## config.mk

```make
export PLATFORM = sky130hd
export DESIGN_NAME = opp_top
export DESIGN_NICKNAME = d
export VERILOG_FILES = /design/src/hdl/opp_pkg.sv /design/src/hdl/opp_if.sv /design/src/hdl/opp_channel.sv /design/src/hdl/opp_collect.sv /design/src/hdl/opp_dispatch.sv /design/src/hdl/opp_top.sv
export VERILOG_INCLUDE_DIRS = /design/src /design/src/hdl
export SDC_FILE = /design/constraint.sdc
export NUM_CORES = 2
export LEC_CHECK = 0
export BUFFER_PORTS_ARGS = -buffer_cell sky130_fd_sc_hd__buf_2
export CAP_MARGIN = 20
export CORE_MARGIN = 3
export CORE_UTILIZATION = 50
export CTS_BUF_LIST = sky130_fd_sc_hd__clkbuf_4 sky130_fd_sc_hd__clkbuf_8 sky130_fd_sc_hd__clkbuf_16
export DETAILED_ROUTE_END_ITERATION = 6
export PLACE_DENSITY = 0.75
export SYNTH_ARGS = -nofsm -noshare
export SYNTH_HDL_FRONTEND = slang
export SYNTH_SLANG_ARGS = --single-unit
```

## constraint.sdc

```tcl
create_clock -name clk_in -period 15.7 [get_ports clk_in]
set_input_delay 3.925 -clock clk_in [delete_from_list [all_inputs] [get_ports clk_in]]
set_output_delay 3.925 -clock clk_in [all_outputs]
set_load 0.005 [all_outputs]
```

## src/hdl/opp_macros.svh

```systemverilog
`ifndef OPP_MACROS_SVH
`define OPP_MACROS_SVH

// datapath widths
`define OPP_W_IN          18    // tagged lock-error sample
`define OPP_W_OUT         16    // dac level
`define OPP_N_CHAN        4     // channel preprocessors
`define OPP_CHAN_W        2     // channel index bits

// timing and flow control
`define OPP_COMP_LATENCY  3     // cycles spent in compute
`define OPP_IN_DEPTH      4     // input fifo entries, upstream credits
`define OPP_DAC_CREDITS   2     // dac instruction queue slots

// front-panel values after reset
`define OPP_OMAX_INIT     {1'b0, {(`OPP_W_OUT-1){1'b1}}}    // full positive range
`define OPP_OMIN_INIT     {1'b1, {(`OPP_W_OUT-1){1'b0}}}    // full negative range
`define OPP_OUT_INIT      {`OPP_W_OUT{1'b0}}                // start from zero
`define OPP_MULT_INIT     8'd1                              // unity gain

`endif

```

## src/hdl/opp_pkg.sv

```systemverilog
`default_nettype none
`include "opp_macros.svh"

package opp_pkg;

	////////////////////////////////////////////////////////////////////
	// control encodings
	////////////////////////////////////////////////////////////////////

	typedef enum logic [1:0] {
		ST_IDLE,        // wait for a sample
		ST_COMPUTE,     // counted arithmetic latency
		ST_SEND,        // wait for slot credit, present result
		ST_DONE         // latch prev output, return sample credit
	} opp_state_t;

	typedef enum logic [1:0] {
		FIELD_MAX,      // upper clamp
		FIELD_MIN,      // lower clamp
		FIELD_INIT,     // value when lock is off
		FIELD_MULT      // gain, low 8 bits of cfg data
	} opp_field_t;

	typedef enum logic {
		DAC_SET,        // lock on, servo output
		DAC_HOLD        // lock off, init output
	} dac_op_t;

	////////////////////////////////////////////////////////////////////
	// data types
	////////////////////////////////////////////////////////////////////

	typedef logic signed [`OPP_W_IN-1:0]  sample_t;   // lock error in
	typedef logic signed [`OPP_W_OUT-1:0] level_t;    // dac level out
	typedef logic        [7:0]            gain_t;     // unsigned multiplier
	typedef logic        [`OPP_CHAN_W-1:0] chan_t;    // channel tag

endpackage

`default_nettype wire

```

## src/hdl/opp_if.sv

```systemverilog
`default_nettype none

// dispatcher -> channel, credit flows back
interface opp_sample_if;
	logic             valid;      // one cycle per sample
	opp_pkg::sample_t data;       // raw lock error
	logic             lock_en;    // lock enable tag
	logic             credit;     // pulse from channel in ST_DONE

	modport source (
		output valid,
		output data,
		output lock_en,
		input  credit
	);

	modport sink (
		input  valid,
		input  data,
		input  lock_en,
		output credit
	);
endinterface

// channel -> collector, credit flows back
interface opp_result_if;
	logic             valid;      // one cycle per result
	opp_pkg::level_t  level;      // clamped output level
	opp_pkg::dac_op_t op;         // set or hold
	logic             credit;     // pulse when the slot issues

	modport source (
		output valid,
		output level,
		output op,
		input  credit
	);

	modport sink (
		input  valid,
		input  level,
		input  op,
		output credit
	);
endinterface

`default_nettype wire

```

## src/hdl/opp_channel.sv

```systemverilog
`default_nettype none
`include "opp_macros.svh"

module opp_channel #(
	parameter opp_pkg::chan_t CHAN_ID = '0    // config address of this channel
) (
	input  logic                clk_in,
	input  logic                reset_in,
	input  logic                cfg_valid,
	input  opp_pkg::chan_t      cfg_chan,
	input  opp_pkg::opp_field_t cfg_field,
	input  opp_pkg::level_t     cfg_data,
	input  logic                update,       // commit shadows, reload prev output
	opp_sample_if.sink          smp,
	opp_result_if.source        res
);

	localparam int MSB   = `OPP_W_OUT - 1;
	localparam int CNT_W = $clog2(`OPP_COMP_LATENCY + 1);
	localparam opp_pkg::level_t LEVEL_MAX = {1'b0, {MSB{1'b1}}};    // saturation limits
	localparam opp_pkg::level_t LEVEL_MIN = {1'b1, {MSB{1'b0}}};

	// parameter bank
	opp_pkg::level_t shadow_max;
	opp_pkg::level_t shadow_min;
	opp_pkg::level_t shadow_init;
	opp_pkg::gain_t  shadow_mult;
	opp_pkg::level_t act_max;
	opp_pkg::level_t act_min;
	opp_pkg::level_t act_init;
	opp_pkg::gain_t  act_mult;

	// datapath
	opp_pkg::level_t lock_raw;     // sample cut to output width
	logic            lock_en_q;
	opp_pkg::level_t prev_out;     // accumulator
	opp_pkg::level_t res_level;    // registered at end of compute
	logic signed [`OPP_W_OUT+8:0] mult_full;
	opp_pkg::level_t mult_pre;
	opp_pkg::level_t mult_sat;
	opp_pkg::level_t sum_pre;
	opp_pkg::level_t sum_sat;
	opp_pkg::level_t sel;
	opp_pkg::level_t clamp_hi;
	opp_pkg::level_t clamp_lo;
	logic            mult_ovf;
	logic            sum_ovf;

	// control
	opp_pkg::opp_state_t state;
	opp_pkg::opp_state_t nxt;
	logic [CNT_W-1:0]    cnt;          // intrastate counter
	logic                res_cred;     // collector slot free
	logic                send;

	////////////////////////////////////////////////////////////////////
	// front-panel parameters
	////////////////////////////////////////////////////////////////////

	always_ff @(posedge clk_in) begin
		if (reset_in) begin
			shadow_max  <= `OPP_OMAX_INIT;
			shadow_min  <= `OPP_OMIN_INIT;
			shadow_init <= `OPP_OUT_INIT;
			shadow_mult <= `OPP_MULT_INIT;
		end else if (cfg_valid && cfg_chan == CHAN_ID) begin
			case (cfg_field)
				opp_pkg::FIELD_MAX:  shadow_max  <= cfg_data;
				opp_pkg::FIELD_MIN:  shadow_min  <= cfg_data;
				opp_pkg::FIELD_INIT: shadow_init <= cfg_data;
				opp_pkg::FIELD_MULT: shadow_mult <= cfg_data[7:0];    // gain in low byte
			endcase
		end
	end

	always_ff @(posedge clk_in) begin
		if (reset_in) begin
			act_max  <= `OPP_OMAX_INIT;
			act_min  <= `OPP_OMIN_INIT;
			act_init <= `OPP_OUT_INIT;
			act_mult <= `OPP_MULT_INIT;
		end else if (update) begin    // all channels commit together
			act_max  <= shadow_max;
			act_min  <= shadow_min;
			act_init <= shadow_init;
			act_mult <= shadow_mult;
		end
	end

	////////////////////////////////////////////////////////////////////
	// saturating arithmetic
	////////////////////////////////////////////////////////////////////

	assign mult_full = lock_raw * $signed({1'b0, act_mult});    // gain is unsigned
	assign mult_pre  = mult_full[MSB:0];
	assign mult_ovf  = mult_pre[MSB] != lock_raw[MSB];          // sign flipped
	assign mult_sat  = mult_ovf ? (lock_raw[MSB] ? LEVEL_MIN : LEVEL_MAX) : mult_pre;

	assign sum_pre  = mult_sat + prev_out;
	assign sum_ovf  = (mult_sat[MSB] == prev_out[MSB]) && (sum_pre[MSB] != prev_out[MSB]);
	assign sum_sat  = sum_ovf ? (prev_out[MSB] ? LEVEL_MIN : LEVEL_MAX) : sum_pre;

	assign sel      = lock_en_q ? sum_sat : act_init;           // hold value without lock
	assign clamp_hi = (sel < act_max) ? sel : act_max;
	assign clamp_lo = (clamp_hi > act_min) ? clamp_hi : act_min;

	always_ff @(posedge clk_in) begin
		if (state == opp_pkg::ST_IDLE && smp.valid) begin
			lock_raw  <= smp.data[`OPP_W_IN-1 -: `OPP_W_OUT];    // drop lsbs
			lock_en_q <= smp.lock_en;
		end
		if (state == opp_pkg::ST_COMPUTE && nxt == opp_pkg::ST_SEND) begin
			res_level <= clamp_lo;
		end
	end

	always_ff @(posedge clk_in) begin
		if (reset_in) begin
			prev_out <= `OPP_OUT_INIT;
		end else if (update) begin
			prev_out <= shadow_init;    // restart from the new init
		end else if (state == opp_pkg::ST_DONE) begin
			prev_out <= res_level;
		end
	end

	////////////////////////////////////////////////////////////////////
	// fsm
	////////////////////////////////////////////////////////////////////

	always_comb begin
		nxt = state;
		case (state)
			opp_pkg::ST_IDLE:    if (smp.valid) nxt = opp_pkg::ST_COMPUTE;
			opp_pkg::ST_COMPUTE: if (cnt == CNT_W'(`OPP_COMP_LATENCY - 1)) nxt = opp_pkg::ST_SEND;
			opp_pkg::ST_SEND:    if (res_cred) nxt = opp_pkg::ST_DONE;
			opp_pkg::ST_DONE:    nxt = opp_pkg::ST_IDLE;
		endcase
	end

	assign send = (state == opp_pkg::ST_SEND) && res_cred;

	always_ff @(posedge clk_in) begin
		if (reset_in) begin
			state    <= opp_pkg::ST_IDLE;
			cnt      <= '0;
			res_cred <= 1'b1;                                   // one slot per channel
		end else begin
			state    <= nxt;
			cnt      <= (state == opp_pkg::ST_COMPUTE && nxt == opp_pkg::ST_COMPUTE) ?
				cnt + 1'b1 : '0;
			res_cred <= (res_cred & ~send) | res.credit;
		end
	end

	assign res.valid  = send;
	assign res.level  = res_level;
	assign res.op     = lock_en_q ? opp_pkg::DAC_SET : opp_pkg::DAC_HOLD;
	assign smp.credit = (state == opp_pkg::ST_DONE);            // ready for next sample

endmodule

`default_nettype wire

```

## src/hdl/opp_collect.sv

```systemverilog
`default_nettype none
`include "opp_macros.svh"

module opp_collect (
	input  logic              clk_in,
	input  logic              reset_in,
	opp_result_if.sink        chan [`OPP_N_CHAN],
	input  logic              dac_credit,    // queue entry consumed downstream
	output logic              out_valid,
	output opp_pkg::chan_t    out_chan,
	output opp_pkg::dac_op_t  out_op,
	output opp_pkg::level_t   out_level
);

	localparam int DCNT_W = $clog2(`OPP_DAC_CREDITS + 1);

	// one slot per channel
	logic [`OPP_N_CHAN-1:0] slot_vld;
	opp_pkg::level_t        slot_level [`OPP_N_CHAN];
	opp_pkg::dac_op_t       slot_op    [`OPP_N_CHAN];
	logic [`OPP_N_CHAN-1:0] res_vld;
	logic [`OPP_N_CHAN-1:0] cred_ret;     // slot freed, back to channel
	logic [`OPP_N_CHAN-1:0] gnt_mask;

	opp_pkg::chan_t         rr_ptr;       // first channel to look at
	opp_pkg::chan_t         gnt_idx;
	logic                   gnt_any;
	logic [DCNT_W-1:0]      dac_cnt;      // free queue entries

	for (genvar c = 0; c < `OPP_N_CHAN; c++) begin : g_slot
		assign res_vld[c]     = chan[c].valid;
		assign chan[c].credit = cred_ret[c];

		always_ff @(posedge clk_in) begin
			if (chan[c].valid) begin
				slot_level[c] <= chan[c].level;
				slot_op[c]    <= chan[c].op;
			end
		end
	end

	////////////////////////////////////////////////////////////////////
	// round-robin arbiter
	////////////////////////////////////////////////////////////////////

	always_comb begin
		opp_pkg::chan_t idx;
		gnt_any = 1'b0;
		gnt_idx = rr_ptr;
		for (int i = 0; i < `OPP_N_CHAN; i++) begin
			idx = rr_ptr + opp_pkg::chan_t'(i);    // wraps with the index width
			if (dac_cnt != '0 && !gnt_any && slot_vld[idx]) begin
				gnt_any = 1'b1;
				gnt_idx = idx;
			end
		end
	end

	assign gnt_mask = gnt_any ? (`OPP_N_CHAN'(1) << gnt_idx) : '0;

	always_ff @(posedge clk_in) begin
		if (reset_in) begin
			slot_vld  <= '0;
			cred_ret  <= '0;
			rr_ptr    <= '0;
			dac_cnt   <= DCNT_W'(`OPP_DAC_CREDITS);
			out_valid <= 1'b0;
		end else begin
			slot_vld  <= (slot_vld & ~gnt_mask) | res_vld;
			cred_ret  <= gnt_mask;
			dac_cnt   <= dac_cnt + DCNT_W'(dac_credit) - DCNT_W'(gnt_any);
			out_valid <= gnt_any;
			if (gnt_any) begin
				rr_ptr <= gnt_idx + 1'b1;    // winner goes last next time
			end
		end
	end

	// instruction register
	always_ff @(posedge clk_in) begin
		if (gnt_any) begin
			out_chan  <= gnt_idx;
			out_op    <= slot_op[gnt_idx];
			out_level <= slot_level[gnt_idx];
		end
	end

endmodule

`default_nettype wire

```

## src/hdl/opp_dispatch.sv

```systemverilog
`default_nettype none
`include "opp_macros.svh"

module opp_dispatch (
	input  logic             clk_in,
	input  logic             reset_in,
	input  logic             in_valid,     // upstream push, only with a credit held
	input  opp_pkg::chan_t   in_chan,
	input  opp_pkg::sample_t in_data,
	input  logic             in_lock_en,
	output logic             in_credit,    // one pulse per entry leaving
	opp_sample_if.source     chan [`OPP_N_CHAN]
);

	localparam int PTR_W = $clog2(`OPP_IN_DEPTH);
	localparam int CNT_W = $clog2(`OPP_IN_DEPTH + 1);

	// fifo storage, payload only
	opp_pkg::chan_t   fifo_chan [`OPP_IN_DEPTH];
	opp_pkg::sample_t fifo_data [`OPP_IN_DEPTH];
	logic             fifo_lock [`OPP_IN_DEPTH];

	logic [PTR_W-1:0]       wr_ptr;
	logic [PTR_W-1:0]       rd_ptr;
	logic [CNT_W-1:0]       count;        // entries held
	opp_pkg::chan_t         head_chan;    // route of the head entry
	logic                   pop;          // head leaves this cycle
	logic [`OPP_N_CHAN-1:0] send_mask;    // one-hot of the target channel
	logic [`OPP_N_CHAN-1:0] chan_cred;    // one credit per channel
	logic [`OPP_N_CHAN-1:0] cred_ret;     // credit pulses from channels
	logic [`OPP_N_CHAN-1:0] snd_vld;      // registered per-channel valid
	opp_pkg::sample_t       snd_data;
	logic                   snd_lock;

	assign head_chan = fifo_chan[rd_ptr];
	assign pop       = (count != '0) && chan_cred[head_chan];    // head blocks the rest
	assign send_mask = pop ? (`OPP_N_CHAN'(1) << head_chan) : '0;

	always_ff @(posedge clk_in) begin
		if (in_valid) begin
			fifo_chan[wr_ptr] <= in_chan;
			fifo_data[wr_ptr] <= in_data;
			fifo_lock[wr_ptr] <= in_lock_en;
		end
	end

	always_ff @(posedge clk_in) begin
		if (reset_in) begin
			wr_ptr    <= '0;
			rd_ptr    <= '0;
			count     <= '0;
			in_credit <= 1'b0;
		end else begin
			wr_ptr    <= wr_ptr + PTR_W'(in_valid);    // depth is a power of two
			rd_ptr    <= rd_ptr + PTR_W'(pop);
			count     <= count + CNT_W'(in_valid) - CNT_W'(pop);
			in_credit <= pop;                          // slot freed upstream
		end
	end

	////////////////////////////////////////////////////////////////////
	// routing and channel credits
	////////////////////////////////////////////////////////////////////

	always_ff @(posedge clk_in) begin
		if (reset_in) begin
			snd_vld   <= '0;
			chan_cred <= '1;                           // every channel idle
		end else begin
			snd_vld   <= send_mask;
			chan_cred <= (chan_cred & ~send_mask) | cred_ret;
		end
	end

	always_ff @(posedge clk_in) begin
		if (pop) begin
			snd_data <= fifo_data[rd_ptr];
			snd_lock <= fifo_lock[rd_ptr];
		end
	end

	for (genvar c = 0; c < `OPP_N_CHAN; c++) begin : g_port
		assign chan[c].valid   = snd_vld[c];
		assign chan[c].data    = snd_data;                 // shared bus, valid selects
		assign chan[c].lock_en = snd_lock;
		assign cred_ret[c]     = chan[c].credit;
	end

endmodule

`default_nettype wire

```

## src/hdl/opp_top.sv

```systemverilog
`default_nettype none
`include "opp_macros.svh"

module opp_top (
	input  logic                clk_in,
	input  logic                reset_in,
	// tagged samples in
	input  logic                in_valid,
	input  opp_pkg::chan_t      in_chan,
	input  opp_pkg::sample_t    in_data,
	input  logic                in_lock_en,
	output logic                in_credit,
	// front panel
	input  logic                cfg_valid,
	input  opp_pkg::chan_t      cfg_chan,
	input  opp_pkg::opp_field_t cfg_field,
	input  opp_pkg::level_t     cfg_data,
	input  logic                update,
	// dac instructions out
	output logic                out_valid,
	output opp_pkg::chan_t      out_chan,
	output opp_pkg::dac_op_t    out_op,
	output opp_pkg::level_t     out_level,
	input  logic                dac_credit
);

	opp_sample_if smp_if [`OPP_N_CHAN] ();    // dispatcher to channels
	opp_result_if res_if [`OPP_N_CHAN] ();    // channels to collector

	opp_dispatch dispatch0 (
		.clk_in     (clk_in),
		.reset_in   (reset_in),
		.in_valid   (in_valid),
		.in_chan    (in_chan),
		.in_data    (in_data),
		.in_lock_en (in_lock_en),
		.in_credit  (in_credit),
		.chan       (smp_if)
	);

	for (genvar g = 0; g < `OPP_N_CHAN; g++) begin : g_chan
		opp_channel #(
			.CHAN_ID (opp_pkg::chan_t'(g))
		) channel0 (
			.clk_in    (clk_in),
			.reset_in  (reset_in),
			.cfg_valid (cfg_valid),    // broadcast, channel filters on id
			.cfg_chan  (cfg_chan),
			.cfg_field (cfg_field),
			.cfg_data  (cfg_data),
			.update    (update),
			.smp       (smp_if[g]),
			.res       (res_if[g])
		);
	end

	opp_collect collect0 (
		.clk_in     (clk_in),
		.reset_in   (reset_in),
		.chan       (res_if),
		.dac_credit (dac_credit),
		.out_valid  (out_valid),
		.out_chan   (out_chan),
		.out_op     (out_op),
		.out_level  (out_level)
	);

endmodule

`default_nettype wire

```

# After elaboration in Yosys (flattened, before gate mapping)

Memories as Yosys holds them, arrays and structs flattened. A register that Yosys moved wholly into a read port is not among the register bits.
Index checks and enable logic that the tools add are counted.

Bitwise gates (word level): 22
Mux-type cells: 86
Shift operators: 2
Magnitude comparators: 13
Reduce and logical (&&, ||, !) cells: 67
Divide/modulo/power cells: 0
Add/subtract/negate cells: 18
Multipliers: 4
Equal/unequal tests: 42

Operators with widths:

| kind                                                                          | number |
|---|---|
| 16-bit two-way mux                                                            | 36 |
| 16-bit adder                                                                  | 4 |
| 16-bit greater-than comparator                                                | 4 |
| 16-bit less-than comparator                                                   | 4 |
| 16-bit by 9-bit multiplier with 16-bit output                                 | 4 |
| 2-bit == test (second input constant)                                         | 20 |
| 1-bit logical AND                                                             | 32 |
| 2-bit two-way mux                                                             | 16 |
| 2-bit case mux with 4 select lines                                            | 4 |
| 2-bit AND reduction                                                           | 16 |
| 1-bit two-way mux                                                             | 23 |
| 2-bit by 1-bit == test with 1-bit output (second input constant)              | 10 |
| 2-bit by 3-bit less-than comparator with 1-bit output (second input constant) | 5 |
| 2-bit by 1-bit adder with 2-bit output (second input constant)                | 6 |
| 2-bit zero test                                                               | 6 |
| 1-bit binary-select mux with 2-bit select                                     | 5 |
| 2-bit nonzero test                                                            | 5 |
| 4-bit AND                                                                     | 2 |
| 4-bit two-way mux                                                             | 2 |
| 1-bit != test                                                                 | 8 |
| 1-bit NOT                                                                     | 8 |
| 4-bit NOT                                                                     | 2 |
| 4-bit OR                                                                      | 2 |
| 2-bit OR reduction                                                            | 4 |
| other kinds (11)                                                              | 26 |

Bits in read-only memories: 0
Register bits: 695
Bits in latches: 0
Bits in writable memories: 152
Memories: 5
Input port bits: 47
Output and inout port bits: 21

Memory list:

| name                | words | width | read ports | clocked after Yosys merged registers in | write ports | RTL line           | source |
|---|---|---|---|---|---|---|---|
| dispatch0.fifo_data | 4     | 18    | 1          | 1                                       | 1           | opp_dispatch.sv:20 | `` opp_pkg::sample_t fifo_data [`OPP_IN_DEPTH]; `` |
| collect0.slot_level | 4     | 16    | 1          | 1                                       | 4           | opp_collect.sv:19  | `` opp_pkg::level_t slot_level [`OPP_N_CHAN]; `` |
| dispatch0.fifo_chan | 4     | 2     | 1          | 1                                       | 1           | opp_dispatch.sv:19 | `` opp_pkg::chan_t fifo_chan [`OPP_IN_DEPTH]; `` |
| collect0.slot_op    | 4     | 1     | 1          | 1                                       | 4           | opp_collect.sv:20  | `` opp_pkg::dac_op_t slot_op [`OPP_N_CHAN]; `` |
| dispatch0.fifo_lock | 4     | 1     | 1          | 1                                       | 1           | opp_dispatch.sv:21 | `` logic fifo_lock [`OPP_IN_DEPTH]; `` |

# Depth between registers and ports, before layout

Depth in word-level cells: 21
Depth in mapped cells: 56
Depth with buffers taken out: 50

# Cells and area by module

From an unflattened synthesis, not the netlist that was laid out.

Cell total of the unflattened synthesis: 5442
Area, all modules: 53119.7 µm²

Modules (own cells, without submodules):

| module                           | area an instance (µm²) | instances | cells an instance | sequential area each (µm²) |
|---|---|---|---|---|
| opp_channel (g_chan[0].channel0) | 11167.0                | 1         | 1226              | 3653.5 |
| opp_channel (g_chan[3].channel0) | 11115.7                | 1         | 1243              | 3653.5 |
| opp_channel (g_chan[1].channel0) | 11089.4                | 1         | 1240              | 3653.5 |
| opp_channel (g_chan[2].channel0) | 11083.1                | 1         | 1244              | 3653.5 |
| opp_dispatch                     | 4715.8                 | 1         | 257               | 3413.3 |
| opp_collect                      | 3948.8                 | 1         | 232               | 2872.8 |

# Least setup slack after synthesis

Ideal clock, no wire load.

Path kind: register to register
From: register g_chan[1].channel0.act_mult[0]
To: register g_chan[1].channel0.res_level[10], data pin
Setup slack: 3520 ps
Path buffers: 5
Stages on the path, launching flop included: 52
Data arrival time: 11920 ps
Required time: 15440 ps
Cell sequence: dfxtp_1 -> clkbuf_1 -> clkbuf_1 -> nand2_1 -> fa_1 -> inv_1 -> fa_1 -> inv_1 -> fa_1 -> fa_1 -> inv_1 -> ha_1 -> o21a_1 -> a2111oi_2 -> nor3_1 -> a211o_1 -> o31a_1 -> xnor2_2 -> [... 16 more ...] -> o2bb2ai_1 -> ha_1 -> a21o_1 -> a21o_1 -> a21oi_1 -> a211o_1 -> a31o_2 -> a32oi_2 -> buf_4 -> mux2_2 -> ha_1 -> a2111oi_0 -> a21oi_1 -> o21a_1 -> o21a_1 -> o21ai_1 -> buf_2 -> mux2_2

Cells in the longest elaborated chain, start to end: 12
Elaborated cells between the ends (all ways): 13
Those cells by class: add/sub: 1; mul: 1; order compare: 2; eq/ne: 3; mux: 5; reduce/logical: 1

Ends and longest elaborated chain:

| item                                            | RTL line           | source |
|---|---|---|
| from (decl)                                     | opp_channel.sv:31  | `opp_pkg::gain_t act_mult;` |
| from (signal assigned)                          | opp_channel.sv:81  | `` act_mult <= `OPP_MULT_INIT; `` |
| from (signal assigned)                          | opp_channel.sv:86  | `act_mult <= shadow_mult;` |
| 16-bit by 9-bit multiplier with 16-bit output * | opp_channel.sv:94  | `assign mult_full = lock_raw * $signed({1'b0, act_mult});` |
| 1-bit != test                                   | opp_channel.sv:96  | `assign mult_ovf = mult_pre[MSB] != lock_raw[MSB];` |
| 16-bit two-way mux *                            | opp_channel.sv:97  | `assign mult_sat = mult_ovf ? (lock_raw[MSB] ? LEVEL_MIN : LEVEL_MAX) : mult_pre;` |
| 16-bit adder                                    | opp_channel.sv:99  | `assign sum_pre = mult_sat + prev_out;` |
| 1-bit != test                                   | opp_channel.sv:100 | `assign sum_ovf = (mult_sat[MSB] == prev_out[MSB]) && (sum_pre[MSB] != prev_out[MSB]);` |
| 1-bit logical AND                               | opp_channel.sv:100 |  |
| 16-bit two-way mux *                            | opp_channel.sv:101 | `assign sum_sat = sum_ovf ? (prev_out[MSB] ? LEVEL_MIN : LEVEL_MAX) : sum_pre;` |
| 16-bit two-way mux *                            | opp_channel.sv:103 | `assign sel = lock_en_q ? sum_sat : act_init;` |
| 16-bit less-than comparator                     | opp_channel.sv:104 | `assign clamp_hi = (sel < act_max) ? sel : act_max;` |
| 16-bit two-way mux *                            | opp_channel.sv:104 |  |
| 16-bit greater-than comparator                  | opp_channel.sv:105 | `assign clamp_lo = (clamp_hi > act_min) ? clamp_hi : act_min;` |
| 16-bit two-way mux *                            | opp_channel.sv:105 |  |
| net g_chan[1].channel0.clamp_lo[10]             | opp_channel.sv:45  | `opp_pkg::level_t clamp_lo;` |
| to (signal assigned)                            | opp_channel.sv:113 | `res_level <= clamp_lo;` |
| to (decl)                                       | opp_channel.sv:37  | `opp_pkg::level_t res_level;` |

Mark *: on every way through the listed nets, which the timed path passes. The rest lies on a longest branch.
A chain may end at the register's enable or synchronous reset.

# Worst setup path in the final report

From: register g_chan[0].channel0.act_mult[0]
To: register g_chan[0].channel0.res_level[13], data pin

Cells in the longest elaborated chain, start to end: 12
Elaborated cells between the ends (all ways): 13
Those cells by class: add/sub: 1; mul: 1; order compare: 2; eq/ne: 3; mux: 5; reduce/logical: 1

Ends and longest elaborated chain:

| item                                            | RTL line |
|---|---|
| from (decl)                                     | opp_channel.sv:31 |
| from (signal assigned)                          | opp_channel.sv:81 |
| from (signal assigned)                          | opp_channel.sv:86 |
| 16-bit by 9-bit multiplier with 16-bit output * | opp_channel.sv:94 |
| 1-bit != test                                   | opp_channel.sv:96 |
| 16-bit two-way mux *                            | opp_channel.sv:97 |
| 16-bit adder                                    | opp_channel.sv:99 |
| 1-bit != test                                   | opp_channel.sv:100 |
| 1-bit logical AND                               | opp_channel.sv:100 |
| 16-bit two-way mux *                            | opp_channel.sv:101 |
| 16-bit two-way mux *                            | opp_channel.sv:103 |
| 16-bit less-than comparator                     | opp_channel.sv:104 |
| 16-bit two-way mux *                            | opp_channel.sv:104 |
| 16-bit greater-than comparator                  | opp_channel.sv:105 |
| 16-bit two-way mux *                            | opp_channel.sv:105 |
| net g_chan[0].channel0.clamp_lo[13]             | opp_channel.sv:45 |
| to (signal assigned)                            | opp_channel.sv:113 |
| to (decl)                                       | opp_channel.sv:37 |

Marks and branches as above.

==> results.txt <==
initial antenna violation count - 10
ANT nets after route - 0
die area - 106000 µm²
Initial Util - 50.72%
routed wire length per instance - 20.61 µm
met1 global-route usage - 35.71%
CTS Hold Bufs - 0
Layout Nets - 5836
crit path from - g_chan[0].channel0.act_mult[0]$_SDFFE_PP1P_
commonest non-fill, non-tap cell in the layout - nand2_1
Final Cycle Share - 91.96%
most used cell, CP - fa_1
Most Crowded Layer GR - met2
clk sinks - 873
area delta synth->final - 9.044%
number of synthesized register bits - 873
fmax - 69.26 MHz
detailed placement HPWL - 96200 µm
Worst Path Arrival - 14.84 ns
fin util - 55.31%
post-CTS sizing - 0
CP max stage cell - dfxtp_1
row count - 116
global routing usage on met2 - 39.89%
global-route wire length before repair - 212600 µm
Post-Route WL - 137100 µm
Worst-path clk slew - 0.06 ns
Final Setup Violations - 0
Synth Flop Type - dfxtp_1
Final Skew - 0.03603 ns
Worst-Margin Slew - 1.171 ns
status - complete, no violations
Max VDD drop - 95.45 µV
clock latency on the worst-skew pair - 0.67 ns
GRT overflow - 0
worst hold margin - 0.4081 ns
io pins - 68
Post-Place Worst Slack - 1.614 ns
Seq/Total Area, Yosys - 40.32%
Vias - 37850
Final Hold Fails - 0
worst-case reg-to-reg path depth - 44
Post-CTS Setup Inserts - 0
HP Class - flip-flop to flip-flop
DRC - 0
Max-Cap Viols - 0
Pwr Density - 116.4 nW/µm²
worst path required time - 16.11 ns
RSZ-0062 raised after global routing - no
routed vias/inst - 5.689
GR Layer Usage met3 - 4.436%
Final Max Slew Viols - 0
Slew HR - 21.92%
CTS Buf Count - 90
DP Cell Count - 6477
crit path capture - g_chan[0].channel0.res.level[13]$_DFFE_PP_
Die X - 325.7 µm
Pleak - 0.02359 µW
post-route setup slack - 1.262 ns
Final Critical Period - 14.44 ns
CTS root buf - clkbuf_16
GP Congestion - 0.9365
max incr delay on CP - 0.82 ns
Synth Net Count - 5865
EDFF count, synth - 312
overall routing resource usage - 25.64%
Post-synth ARST share - 0%
most frequent cells in the layout - nand2_1, inv_1, dfxtp_1
vias in the first global route - 36921
Cell Area, Synth - 51090 µm²
DR iter-0 viols - 3663
Yosys cell types - 79
largest net degree at the start of global routing - 151
flop-to-flop setup slack - 1.26 ns
IO buf count - 65
Finished Layout Cells - 6653
layout cell share with drive strength beyond 1 - 8.491%
router iterations before antenna repair - 6
Mapped Avg Cell Area - 9.744 µm²
reg-to-reg startpoint - g_chan[0].channel0.act_mult[0]$_SDFFE_PP1P_
Layout fillers - 8605
Clock Path Buffers - 3
Die Span Y - 325.7 µm
Mapped Cells - 5243
CTS tree - done
kind of critical path - flip-flop to flip-flop
Reg-to-Reg End - g_chan[0].channel0.res.level[13]$_DFFE_PP_
crit end category - flip-flop
core area - 100700 µm²
Synth Warn # - 0
element type at the critical path start - flip-flop
setup_tns - 0 ns
Crit Path Max Fanout - 17
CTS H-tree depth - 3
[metal layers]
metal | wire (µm) | part of all wire [%]
met2 | 61120 | 45
met5 | 36 | 0.026
met1 | 58400 | 43
met4 | 5801 | 4.2
met3 | 11740 | 8.6
[logic make-up (layout without fill, tap and decap cells)]
group,count (synthesis),in the layout,share of synthesized area [%]
AOI/OAI and AO/OA,779,779,9.733
xor gates and xnor gates,129,129,2.278
and+or+nand+nor,1652,1652,14.24
other,0,8,0
DFF,873,873,40.32
buffers and inverters,797,842,5.937
muxes,398,398,8.971
adders and majority gates,615,615,18.52
[Yosys cell counts, types with 31 or more instances]
library cell  count  area share [%]
xnor2_1          87             1.5
a31oi_1          48            0.59
mux2i_1         252             4.9
nor2_1          368             2.7
nand2b_1         68            0.83
o21ai_0         102             1.0
mux2_2          109             2.4
xor2_1           39            0.67
and2_1          164             2.0
ha_1            326             8.0
nor3_1           48            0.47
edfxtp_1        312              18
maj3_1           40            0.78
a21oi_1         286             2.8
nor2b_1          31            0.38
fa_1            249             9.8
a211oi_1         42            0.62
a21o_1           44            0.65
dfxtp_1         561              22
nand2_1         842             6.2
nand3_1          31            0.30
clkbuf_1        195             1.4
mux4_2           37             1.6
inv_1           564             4.1
o211ai_1        104             1.5
[worst min path at each step]
stage                                         startpoint                                   end  slack, ns  cells after the start
CTS                 g_chan[3].channel0.cnt[0]$_SDFF_PP0_  g_chan[3].channel0.cnt[0]$_SDFF_PP0_       0.41                      1
global route        g_chan[3].channel0.cnt[0]$_SDFF_PP0_  g_chan[3].channel0.cnt[0]$_SDFF_PP0_       0.43                      1
global placement    g_chan[2].channel0.cnt[0]$_SDFF_PP0_  g_chan[2].channel0.cnt[0]$_SDFF_PP0_       0.40                      1
floorplan           g_chan[0].channel0.cnt[0]$_SDFF_PP0_  g_chan[0].channel0.cnt[0]$_SDFF_PP0_       0.39                      1
finish              g_chan[3].channel0.cnt[0]$_SDFF_PP0_  g_chan[3].channel0.cnt[0]$_SDFF_PP0_       0.41                      1
detailed placement  g_chan[3].channel0.cnt[0]$_SDFF_PP0_  g_chan[3].channel0.cnt[0]$_SDFF_PP0_       0.40                      1
[flip-flops by register name, indices dropped and copies added (netlist names), 16 cells and up]
name / count
collect0.out_level: 16
collect0.slot_level: 64
dispatch0.chan.data: 16
dispatch0.fifo_data: 64
g_chan.channel0.act_init: 64
g_chan.channel0.act_max: 64
g_chan.channel0.act_min: 64
g_chan.channel0.act_mult: 32
g_chan.channel0.lock_raw: 64
g_chan.channel0.prev_out: 64
g_chan.channel0.res.level: 64
g_chan.channel0.shadow_init: 64
g_chan.channel0.shadow_max: 64
g_chan.channel0.shadow_min: 64
g_chan.channel0.shadow_mult: 32
[power breakdown]
| part | leakage (µW) | internal, µW | total [µW] | switching (µW) |
|---|---|---|---|---|
| clock network | 0.00151 | 1250 | 2160 | 910 |
| registers | 0.00739 | 2530 | 2750 | 218 |
| logic | 0.0147 | 663 | 1580 | 913 |
[layout make-up]
class / count / area, µm² / area share [%]
clock inverter: 45 / 407.9 / 0.7322
sequential: 873 / 20600 / 36.98
clock buffer: 121 / 2592 / 4.654
multi-input combinational: 3573 / 27500 / 49.36
tap: 1357 / 1698 / 3.048
timing repair buffer: 109 / 762.0 / 1.368
inverter: 567 / 2131 / 3.825
antenna: 8 / 20.02 / 0.03593
[critical path: cells and delay by family (launching register included)]
family | cells | cell delay, ns
adders and majority gates | 9 | 3.93
buffers and inverters | 4 | 0.49
and+or+nand+nor | 13 | 2.90
DFF | 1 | 0.82
xor gates and xnor gates | 1 | 0.45
muxes | 3 | 1.10
AOI/OAI and AO/OA | 14 | 4.46
[through the flow]
step / cell area, µm² / power (µW)
after detailed placement: 52650 / 4323
after global routing: 55690 / 6779
final: 55710 / 6486
after floorplan: 51090 / 3815
after global placement: 52560 / 4282
after CTS: 55650 / 6493
No activity file was read; power rests on OpenSTA's default activity.
